===== src/hw/modexp_macros.svh =====
`ifndef MODEXP_MACROS_SVH
`define MODEXP_MACROS_SVH

// ----------------------------------------------------------------------
// word widths
// ----------------------------------------------------------------------

// residue word
`define MODEXP_OPW 16

// exponent word, scanned one bit per ladder round
`define MODEXP_EXPW 16

// ----------------------------------------------------------------------
// modulus and its Montgomery constant
// ----------------------------------------------------------------------

// odd, largest 16-bit prime
`define MODEXP_MODULUS 65521

// R^2 mod m with R = 2^16 (R mod m is 15)
`define MODEXP_RHO 225

`endif


===== src/hw/modexp_pkg.sv =====
`include "modexp_macros.svh"

package modexp_pkg;

    // one residue word
    typedef logic [`MODEXP_OPW-1:0] operand_t;

    // exponent word captured on start
    typedef logic [`MODEXP_EXPW-1:0] exponent_t;

    // controller phases
    //   idle      : waiting for start
    //   to_mont   : acc and base enter the Montgomery domain
    //   ladder    : one round per exponent bit, LSB first
    //   from_mont : acc leaves the Montgomery domain
    typedef enum logic [1:0] {
        idle,
        to_mont,
        ladder,
        from_mont
    } modexp_phase_t;

endpackage


===== src/hw/mont_mul.sv =====
`timescale 1ns/10ps
`include "modexp_macros.svh"

// bit-serial radix-2 Montgomery multiplier, product = a*b*R^-1 mod m
module mont_mul import modexp_pkg::*; (
    input  logic     clk,
    input  logic     rst_n,
    input  logic     start,
    input  operand_t a,
    input  operand_t b,
    output operand_t product,
    output logic     done
);

    logic [`MODEXP_OPW+1:0]         modulus;
    operand_t                       a_q;
    operand_t                       b_q;
    logic [`MODEXP_OPW:0]           sum_q;
    logic [`MODEXP_OPW+1:0]         add_b;
    logic [`MODEXP_OPW+1:0]         add_m;
    logic [`MODEXP_OPW:0]           sum_next;
    logic [`MODEXP_OPW+1:0]         reduced;
    operand_t                       final_res;
    logic [$clog2(`MODEXP_OPW)-1:0] step_cnt;
    logic                           running;
    logic                           last_step;

    assign modulus = (`MODEXP_OPW+2)'(`MODEXP_MODULUS);

    // ------------------------------------------------------------------
    // one step: add b on a set bit, make even with m, halve
    // ------------------------------------------------------------------
    // sum stays below m + b, so one extra bit is enough
    assign add_b    = {1'b0, sum_q} + (a_q[0] ? {2'b00, b_q} : '0);
    assign add_m    = add_b + (add_b[0] ? modulus : '0);
    assign sum_next = add_m[`MODEXP_OPW+1:1];

    // single conditional subtraction after the last step
    assign reduced   = {1'b0, sum_next} - modulus;
    assign final_res = reduced[`MODEXP_OPW+1] ? sum_next[`MODEXP_OPW-1:0]
                                              : reduced[`MODEXP_OPW-1:0];

    assign last_step = running && (step_cnt == '1);

    // step counter and done strobe
    always_ff @(posedge clk or negedge rst_n) begin
        if (!rst_n) begin
            running  <= 1'b0;
            step_cnt <= '0;
            done     <= 1'b0;
        end else begin
            done <= last_step;
            if (start) begin
                running  <= 1'b1;
                step_cnt <= '0;
            end else if (last_step) begin
                running <= 1'b0;
            end else if (running) begin
                step_cnt <= step_cnt + 1'b1;
            end
        end
    end

    // operand latch and partial sum
    always_ff @(posedge clk) begin
        if (start) begin
            a_q   <= a;
            b_q   <= b;
            sum_q <= '0;
        end else if (running) begin
            a_q   <= a_q >> 1;
            sum_q <= sum_next;
        end
        if (last_step) begin
            product <= final_res;
        end
    end

endmodule


===== src/hw/modexp_ctrl.sv =====
`timescale 1ns/10ps
`include "modexp_macros.svh"

// phase sequencer for right-to-left square-and-multiply
module modexp_ctrl import modexp_pkg::*; (
    input  logic      clk,
    input  logic      rst_n,
    input  logic      start,
    input  operand_t  base,
    input  exponent_t exponent,
    input  operand_t  acc_product,
    input  operand_t  sq_product,
    input  logic      acc_done,
    output logic      acc_start,
    output logic      sq_start,
    output operand_t  acc_a,
    output operand_t  acc_b,
    output operand_t  sq_a,
    output operand_t  sq_b,
    output logic      busy,
    output logic      result_valid,
    output operand_t  result
);

    modexp_phase_t                   phase;
    exponent_t                       exp_q;
    logic [$clog2(`MODEXP_EXPW)-1:0] bit_cnt;
    logic                            last_round;
    operand_t                        acc_q;
    operand_t                        base_q;

    assign busy       = (phase != idle);
    assign last_round = (bit_cnt == ($clog2(`MODEXP_EXPW))'(`MODEXP_EXPW - 1));

    // ------------------------------------------------------------------
    // operand select, held stable for a whole multiply
    // ------------------------------------------------------------------
    always_comb begin
        acc_a = acc_q;
        acc_b = base_q;
        sq_a  = base_q;
        sq_b  = base_q;
        case (phase)
            to_mont: begin
                // acc <- R mod m, base <- x*R mod m
                acc_a = operand_t'(1);
                acc_b = operand_t'(`MODEXP_RHO);
                sq_b  = operand_t'(`MODEXP_RHO);
            end
            from_mont: begin
                acc_b = operand_t'(1);
            end
            default: begin
            end
        endcase
    end

    // ------------------------------------------------------------------
    // phase sequencing, strobes and result
    // ------------------------------------------------------------------
    always_ff @(posedge clk or negedge rst_n) begin
        if (!rst_n) begin
            phase        <= idle;
            bit_cnt      <= '0;
            acc_start    <= 1'b0;
            sq_start     <= 1'b0;
            result_valid <= 1'b0;
            result       <= '0;
        end else begin
            acc_start    <= 1'b0;
            sq_start     <= 1'b0;
            result_valid <= 1'b0;
            case (phase)
                idle: begin
                    if (start) begin
                        phase     <= to_mont;
                        bit_cnt   <= '0;
                        acc_start <= 1'b1;
                        sq_start  <= 1'b1;
                    end
                end
                to_mont: begin
                    if (acc_done) begin
                        phase     <= ladder;
                        acc_start <= 1'b1;
                        sq_start  <= 1'b1;
                    end
                end
                ladder: begin
                    // both multipliers run every round, so timing ignores the bit
                    if (acc_done) begin
                        acc_start <= 1'b1;
                        if (last_round) begin
                            phase <= from_mont;
                        end else begin
                            bit_cnt  <= bit_cnt + 1'b1;
                            sq_start <= 1'b1;
                        end
                    end
                end
                from_mont: begin
                    // stay here through the strobe cycle so busy covers it
                    if (result_valid) begin
                        phase <= idle;
                    end else if (acc_done) begin
                        result       <= acc_product;
                        result_valid <= 1'b1;
                    end
                end
                default: begin
                    phase <= idle;
                end
            endcase
        end
    end

    // ------------------------------------------------------------------
    // residues and exponent shifter
    // ------------------------------------------------------------------
    always_ff @(posedge clk) begin
        case (phase)
            idle: begin
                if (start) begin
                    base_q <= base;
                    exp_q  <= exponent;
                end
            end
            to_mont: begin
                if (acc_done) begin
                    acc_q  <= acc_product;
                    base_q <= sq_product;
                end
            end
            ladder: begin
                if (acc_done) begin
                    base_q <= sq_product;
                    // accumulator product only counts on a set bit
                    if (exp_q[0]) begin
                        acc_q <= acc_product;
                    end
                    exp_q <= exp_q >> 1;
                end
            end
            default: begin
            end
        endcase
    end

endmodule


===== src/hw/modexp_top.sv =====
`timescale 1ns/10ps

// result = base^exponent mod m with two Montgomery multipliers
module modexp_top import modexp_pkg::*; (
    input  logic      clk,
    input  logic      rst_n,
    input  logic      start,
    input  operand_t  base,
    input  exponent_t exponent,
    output logic      busy,
    output operand_t  result,
    output logic      result_valid
);

    logic     acc_start;
    logic     sq_start;
    operand_t acc_a;
    operand_t acc_b;
    operand_t sq_a;
    operand_t sq_b;
    operand_t acc_product;
    operand_t sq_product;
    logic     acc_done;

    modexp_ctrl u_ctrl (
        .clk          (clk),
        .rst_n        (rst_n),
        .start        (start),
        .base         (base),
        .exponent     (exponent),
        .acc_product  (acc_product),
        .sq_product   (sq_product),
        .acc_done     (acc_done),
        .acc_start    (acc_start),
        .sq_start     (sq_start),
        .acc_a        (acc_a),
        .acc_b        (acc_b),
        .sq_a         (sq_a),
        .sq_b         (sq_b),
        .busy         (busy),
        .result_valid (result_valid),
        .result       (result)
    );

    // conditional multiply into the accumulator
    mont_mul u_mul_acc (
        .clk     (clk),
        .rst_n   (rst_n),
        .start   (acc_start),
        .a       (acc_a),
        .b       (acc_b),
        .product (acc_product),
        .done    (acc_done)
    );

    // squaring of the base, started together with u_mul_acc
    mont_mul u_mul_sq (
        .clk     (clk),
        .rst_n   (rst_n),
        .start   (sq_start),
        .a       (sq_a),
        .b       (sq_b),
        .product (sq_product),
        .done    ()
    );

endmodule


===== config.mk =====
export PLATFORM = sky130hd
export DESIGN_NAME = modexp_top
export DESIGN_NICKNAME = d
export VERILOG_FILES = /design/src/hw/modexp_pkg.sv /design/src/hw/mont_mul.sv /design/src/hw/modexp_ctrl.sv /design/src/hw/modexp_top.sv
export VERILOG_INCLUDE_DIRS = /design/src /design/src/hw
export SDC_FILE = /design/constraint.sdc
export NUM_CORES = 1
export LEC_CHECK = 0
export BUFFER_PORTS_ARGS = -buffer_cell sky130_fd_sc_hd__buf_2
export CAP_MARGIN = 20
export CORE_UTILIZATION = 28
export CTS_CLUSTER_DIAMETER = 120
export CTS_CLUSTER_SIZE = 12
export DETAILED_ROUTE_END_ITERATION = 10
export HOLD_SLACK_MARGIN = 0.06
export PLACE_DENSITY_LB_ADDON = 0.25
export SYNTH_ARGS = -nofsm -noshare
export SYNTH_HDL_FRONTEND = slang
export SYNTH_SLANG_ARGS = --single-unit

===== constraint.sdc =====
create_clock -name clk -period 5.44 [get_ports clk]
set_clock_uncertainty 0.2 [all_clocks]
set_input_delay 0.544 -clock clk [delete_from_list [all_inputs] [get_ports clk]]
set_output_delay 0.544 -clock clk [all_outputs]
set_load 0.1 [all_outputs]

# == After elaboration in Yosys (flattened, before gate mapping) ==
# Index checks and enable logic that the tools add are counted.
# op_classes
n_reduce_logical,20
n_mux,50
eq_ne,16
bitwise,1
n_addsub,9
# ops
op,n
$mux W16,18
$pmux W16 S2,4
$add A17 B18 Y18,2
$add A18 B18 Y18,2
$mux W4,9
$sub A17 B16 Y18 const B,2
$reduce_bool A2 Y1,8
$add A4 B1 Y4 const B,3
$eq A4 B4 Y1 const B,3
$ne A2 B1 Y1 const B,6
$mux W1,10
$mux W2,5
$reduce_and A3 Y1,3
$ne A2 B2 Y1 const B,4
$pmux W2 S4,1
$pmux W4 S2,1
$reduce_and A4 Y1,2
$reduce_and A5 Y1,1
$eq A2 B2 Y1 const B,2
$reduce_and A2 Y1,2
$pmux W1 S3,1
$eq A2 B1 Y1 const B,1
$logic_and A1 B1 Y1,2
$logic_not A2 Y1,1
3 further kinds,3
# word_totals
inputBits,35
word_cells,118
output_inout_bits,18
ff_bits,214

# == Depth between registers and ports, before layout ==
# logic_depth
word_depth,6
ltp_mapped,23
ltp_nobuf,21

# == By module ==
# A second synthesis with hierarchy kept.
# unflattened
cells_unflattened,1166
hier_area_um2,12629.6
# modules_own_cells
mod,area_per_inst_um2,cells_per_inst,instances,seq_area_each_um2
mont_mul at u_mul_acc,4779.6,464,1,1931.9
mont_mul at u_mul_sq,4535.6,435,1,1931.9
modexp_ctrl,3314.4,267,1,2067.0

# == Worst setup path before layout ==
# Ideal clock, no wire load.
# synth_timing
kind,register to register
from,register u_mul_acc.a_q[0]
to,"register u_mul_acc.product[3], data pin"
required_time_ns,4.969
stages_incl_launch_ff,23
synth_period_minus_slack_ns,5.734
t_arrival_ns,5.263
path_slack_ns,-0.294
n_path_buf,2
setup_ns,0.271
path_cell_list,edfxtp_1 > clkbuf_1 > and2_1 > ha_1 > fa_1 > a211oi_1 > o21ai_0 > a31oi_1 > o21bai_1 > a21oi_1 > xnor2_1 > ha_1 > a21o_1 > or4_1 > a21oi_1 > nor4_1 > o31ai_1 > o41a_1 > or4b_4 > o21ai_4 > buf_6 > nand2_1 > xor2_1
# synth_via
elab_chain_len,6
# synth_lines
element,line,rtl
"start, declared",mont_mul.sv:16,operand_t a_q;
"start signal, assigned",mont_mul.sv:71,a_q <= a_q >> 1;
$mux W16 *,mont_mul.sv:34,"assign add_b = {1'b0, sum_q} + (a_q[0] ? {2'b00, b_q} : '0);"
$add A17 B18 Y18 *,mont_mul.sv:34,
$mux W16,mont_mul.sv:35,assign add_m = add_b + (add_b[0] ? modulus : '0);
$add A18 B18 Y18 *,mont_mul.sv:35,
$sub A17 B16 Y18,mont_mul.sv:39,"assign reduced = {1'b0, sum_next} - modulus;"
$mux W16 *,mont_mul.sv:40,assign final_res = reduced[`MODEXP_OPW+1] ? sum_next[`MODEXP_OPW-1:0]
named net u_mul_acc.final_res[3],mont_mul.sv:23,operand_t final_res;
"end signal, assigned",mont_mul.sv:75,product <= final_res;
"end, declared",mont_mul.sv:11,"output operand_t product,"
# Mark *: on every way through the listed nets, which the timed path passes. The rest lies on a longest branch.
# A chain may end at the register's enable or synchronous reset.

# == Final worst setup path ==
# layout_timing
from,register u_mul_acc.a_q[0]
to,"register u_mul_acc.product[8], data pin"
# The elaborated chain is that of the path after synthesis.

==> impl_metrics.json <==
{
  "outcome": "complete, no violations",
  "cts_buffers": 21,
  "drt_wl_total_mm": 26.9,
  "finalMaxSlewViolations": 0,
  "drv_cap": 0,
  "drc_errors": 0,
  "maxSlewHeadroom_pct": 30.0,
  "die_area_sq_mm": 0.0436,
  "cts_sinks": 214,
  "fin_hold_ws_ns": 0.132,
  "synthesis.nets": 1218,
  "grt_usage_pct": 12.4,
  "num_vias": 8375,
  "hp-class": "in2reg",
  "fin_crit_ns": 5.22,
  "post-place-ws_ns": -0.00292,
  "dpl.hpwl_mm": 19.8,
  "wl_per_cell_microns": 15.2,
  "vias_per_cell": 4.74,
  "start_util_pct": 28.5,
  "fmax_mhz": 192,
  "start_kind": "flip-flop",
  "synth_seq_cells": 214,
  "synth_ff_type": "edfxtp_1",
  "stdcell_count": 1767,
  "grt_pass1_wl_mm": 44.0,
  "clk_pin_slew_ns": 0.07,
  "critPathArrivalTime_ns": 5.28,
  "rows": 75,
  "setup_viol": 0,
  "syn_area_sq_mm": 0.0120,
  "crit_required_ns": 5.50,
  "htree_levels": 1,
  "insertion_delay_ns": 0.52,
  "worst_pin_slew_ns": 1.02,
  "postRouteAntennaNets": 0,
  "drt_iter0_markers": 307,
  "synth_edf_count": 144,
  "dp.cells": 1723,
  "antenna_cells": 0,
  "clock_path_buffers": 3,
  "fin_ws_ns": 0.221,
  "avgSynthCellArea_sq_um": 10.7,
  "areaGrowthSynthToFinish_pct": 17.6,
  "dr.pass1.iters": 4,
  "rsz0062_at_grt": "yes",
  "grt.overflow.total": 0,
  "grt_max_degree": 56,
  "fin_crit_sh_pct": 95.9,
  "fp.dieH_microns": 209,
  "ys_types": 73,
  "fin_util_pct": 33.5,
  "async_reset_ff_share_pct": 16.8,
  "final_nets": 1318,
  "io_buffers": 52,
  "finalHoldViolations": 0,
  "drive_above_1_share_pct": 19.3,
  "grt_pass1_vias": 8429,
  "critPathKind": "reg2reg",
  "fp.coreArea_sq_mm": 0.0420,
  "ys_warn_count": 0,
  "cts_tree": "done",
  "die_w_microns": 209,
  "crit_fanout": 7,
  "ioPinCount": 53,
  "antenna_found_initial": 0,
  "seq_area_frac_synth_pct": 49.4,
  "cts_root_buf": "clkbuf_16",
  "gp_congestion": 0.800,
  "synth_cells": 1114,
  "critPathCaptureType": "flip-flop"
}
==> through the flow <==
step	setup TNS [ns]	instance area (sq um)
finish	0	14100
global route	-1.16	14100
CTS	0	13800
detailed placement	-0.00354	13200
global placement	0	13200
floorplan	0	12000
==> path summary, 6_finish.rpt <==
kind / startpoint / endpoint / slack [ns] / cells past startpoint
max in group asynchronous: rst_n / u_ctrl.sq_start$_DFF_PN0_ / 3.88 / 2
worst max register to register: u_mul_acc.a_q[0]$_DFFE_PP_ / u_mul_acc.product[8]$_DFFE_PP_ / 0.22 / 21
worst min register to register: u_mul_acc.product[12]$_DFFE_PP_ / u_ctrl.acc_q[12]$_DFFE_PP_ / 0.26 / 0
min in group asynchronous: rst_n / u_ctrl.result[8]$_DFFE_PN0P_ / 0.52 / 2
worst min-delay path: exponent[9] / u_ctrl.exp_q[9]$_DFFE_PP_ / 0.13 / 2
worst max-delay path: u_mul_acc.a_q[0]$_DFFE_PP_ / u_mul_acc.product[8]$_DFFE_PP_ / 0.22 / 21
==> synthesized netlist by cell type, types with 22 or more instances <==
| cell type | n | share of area, % |
|---|---|---|
| a21oi_1 | 62 | 2.6 |
| and2_1 | 55 | 2.9 |
| clkbuf_1 | 30 | 0.94 |
| dfrtp_1 | 36 | 7.5 |
| dfxtp_1 | 34 | 5.7 |
| edfxtp_1 | 144 | 36 |
| ha_1 | 67 | 7.0 |
| inv_1 | 39 | 1.2 |
| mux2_2 | 48 | 4.5 |
| mux2i_1 | 24 | 2.0 |
| nand2_1 | 108 | 3.4 |
| nor2_1 | 87 | 2.7 |
| nor2b_1 | 22 | 1.2 |
| o21ai_0 | 45 | 1.9 |
| xnor2_1 | 53 | 3.9 |
| xor2_1 | 33 | 2.4 |
==> what timing repair did <==
item                                    CTS  global route
setup buffers                             1             4
gates cloned                              0             1
pin swaps                                 1            13
endpoints found under the setup margin    7            31
endpoints found under the hold margin    36             0
hold buffers                              1             0
gates resized for setup                   0            39
==> cell usage in the layout, fill, tap and decap left out, types with 21 or more instances in the layout <==
| master | netlist | final |
|---|---|---|
| edfxtp_1 | 144 | 144 |
| nand2_1 | 108 | 103 |
| nor2_1 | 87 | 87 |
| ha_1 | 67 | 64 |
| a21oi_1 | 62 | 61 |
| buf_4 | 0 | 56 |
| and2_1 | 55 | 54 |
| buf_2 | 2 | 52 |
| xnor2_1 | 53 | 50 |
| mux2_2 | 48 | 48 |
| o21ai_0 | 45 | 42 |
| inv_1 | 39 | 39 |
| dfrtp_1 | 36 | 34 |
| dfxtp_1 | 34 | 34 |
| xor2_1 | 33 | 33 |
| mux2i_1 | 24 | 24 |
| nor2b_1 | 22 | 22 |
| clkbuf_16 | 0 | 22 |
| a21o_1 | 21 | 21 |
| nand3_1 | 21 | 21 |
==> flip-flops by register name (all words and copies together) (netlist names), 4 cells and up <==
| signal | flops |
|---|---|
| u_mul_sq.sum_q | 17 |
| u_mul_sq.b_q | 16 |
| u_mul_sq.product | 16 |
| u_mul_acc.sum_q | 17 |
| u_ctrl.bit_cnt | 4 |
| u_mul_acc.a_q | 16 |
| u_mul_acc.step_cnt | 4 |
| u_ctrl.result | 16 |
| u_ctrl.exp_q | 16 |
| u_ctrl.sq_a | 16 |
| u_mul_acc.product | 16 |
| u_mul_acc.b_q | 16 |
| u_mul_sq.step_cnt | 4 |
| u_mul_sq.a_q | 16 |
| u_ctrl.acc_q | 16 |
==> kinds of logic (layout without fill, tap and decap cells) <==
kind of cell,count (synthesis),count (layout),synth area share [%]
muxes,72,72,6.52
AOI/OAI and AO/OA,219,219,12.2
adders and majority gates,69,69,7.34
DFF,214,214,49.4
xor gates and xnor gates,87,87,6.43
and+or+nand+nor,378,378,15.8
buffers and inverters,75,189,2.44
==> routing by layer <==
layer	wire, microns	vias to the layer above	track usage, %
li1	-	4226	-
met1	12700	4008	16.3
met5	0	-	0
met3	788	34	1.79
met2	12800	107	21.4
met4	531	0	3.25
==> cell type report <==
type | count | area, sq um
inverter | 40 | 150
tap | 539 | 674
timing repair buffer | 112 | 751
sequential | 214 | 5910
clock buffer | 37 | 596
fill | 4272 | 28000
multi-input combinational | 825 | 5990
==> worst max-delay path, cell delays in order (launching register included) <==
cell	delay [ns]
edfxtp_1	0.40
and2_4	0.17
ha_4	0.16
fa_2	0.36
a211oi_4	0.25
o21ai_2	0.10
a31oi_2	0.20
o21bai_1	0.09
a21oi_1	0.18
xnor2_1	0.10
ha_1	0.32
a21o_1	0.18
or4_4	0.42
a21oi_4	0.19
nor4_4	0.08
o31ai_2	0.26
o41a_1	0.20
or4b_4	0.48
o21ai_4	0.22
buf_12	0.15
nand4b_1	0.11
xnor2_1	0.14
Power is left out: the tool's default activity adds up to more than one toggle a clock period on the data nets, which glitch-free logic cannot reach.
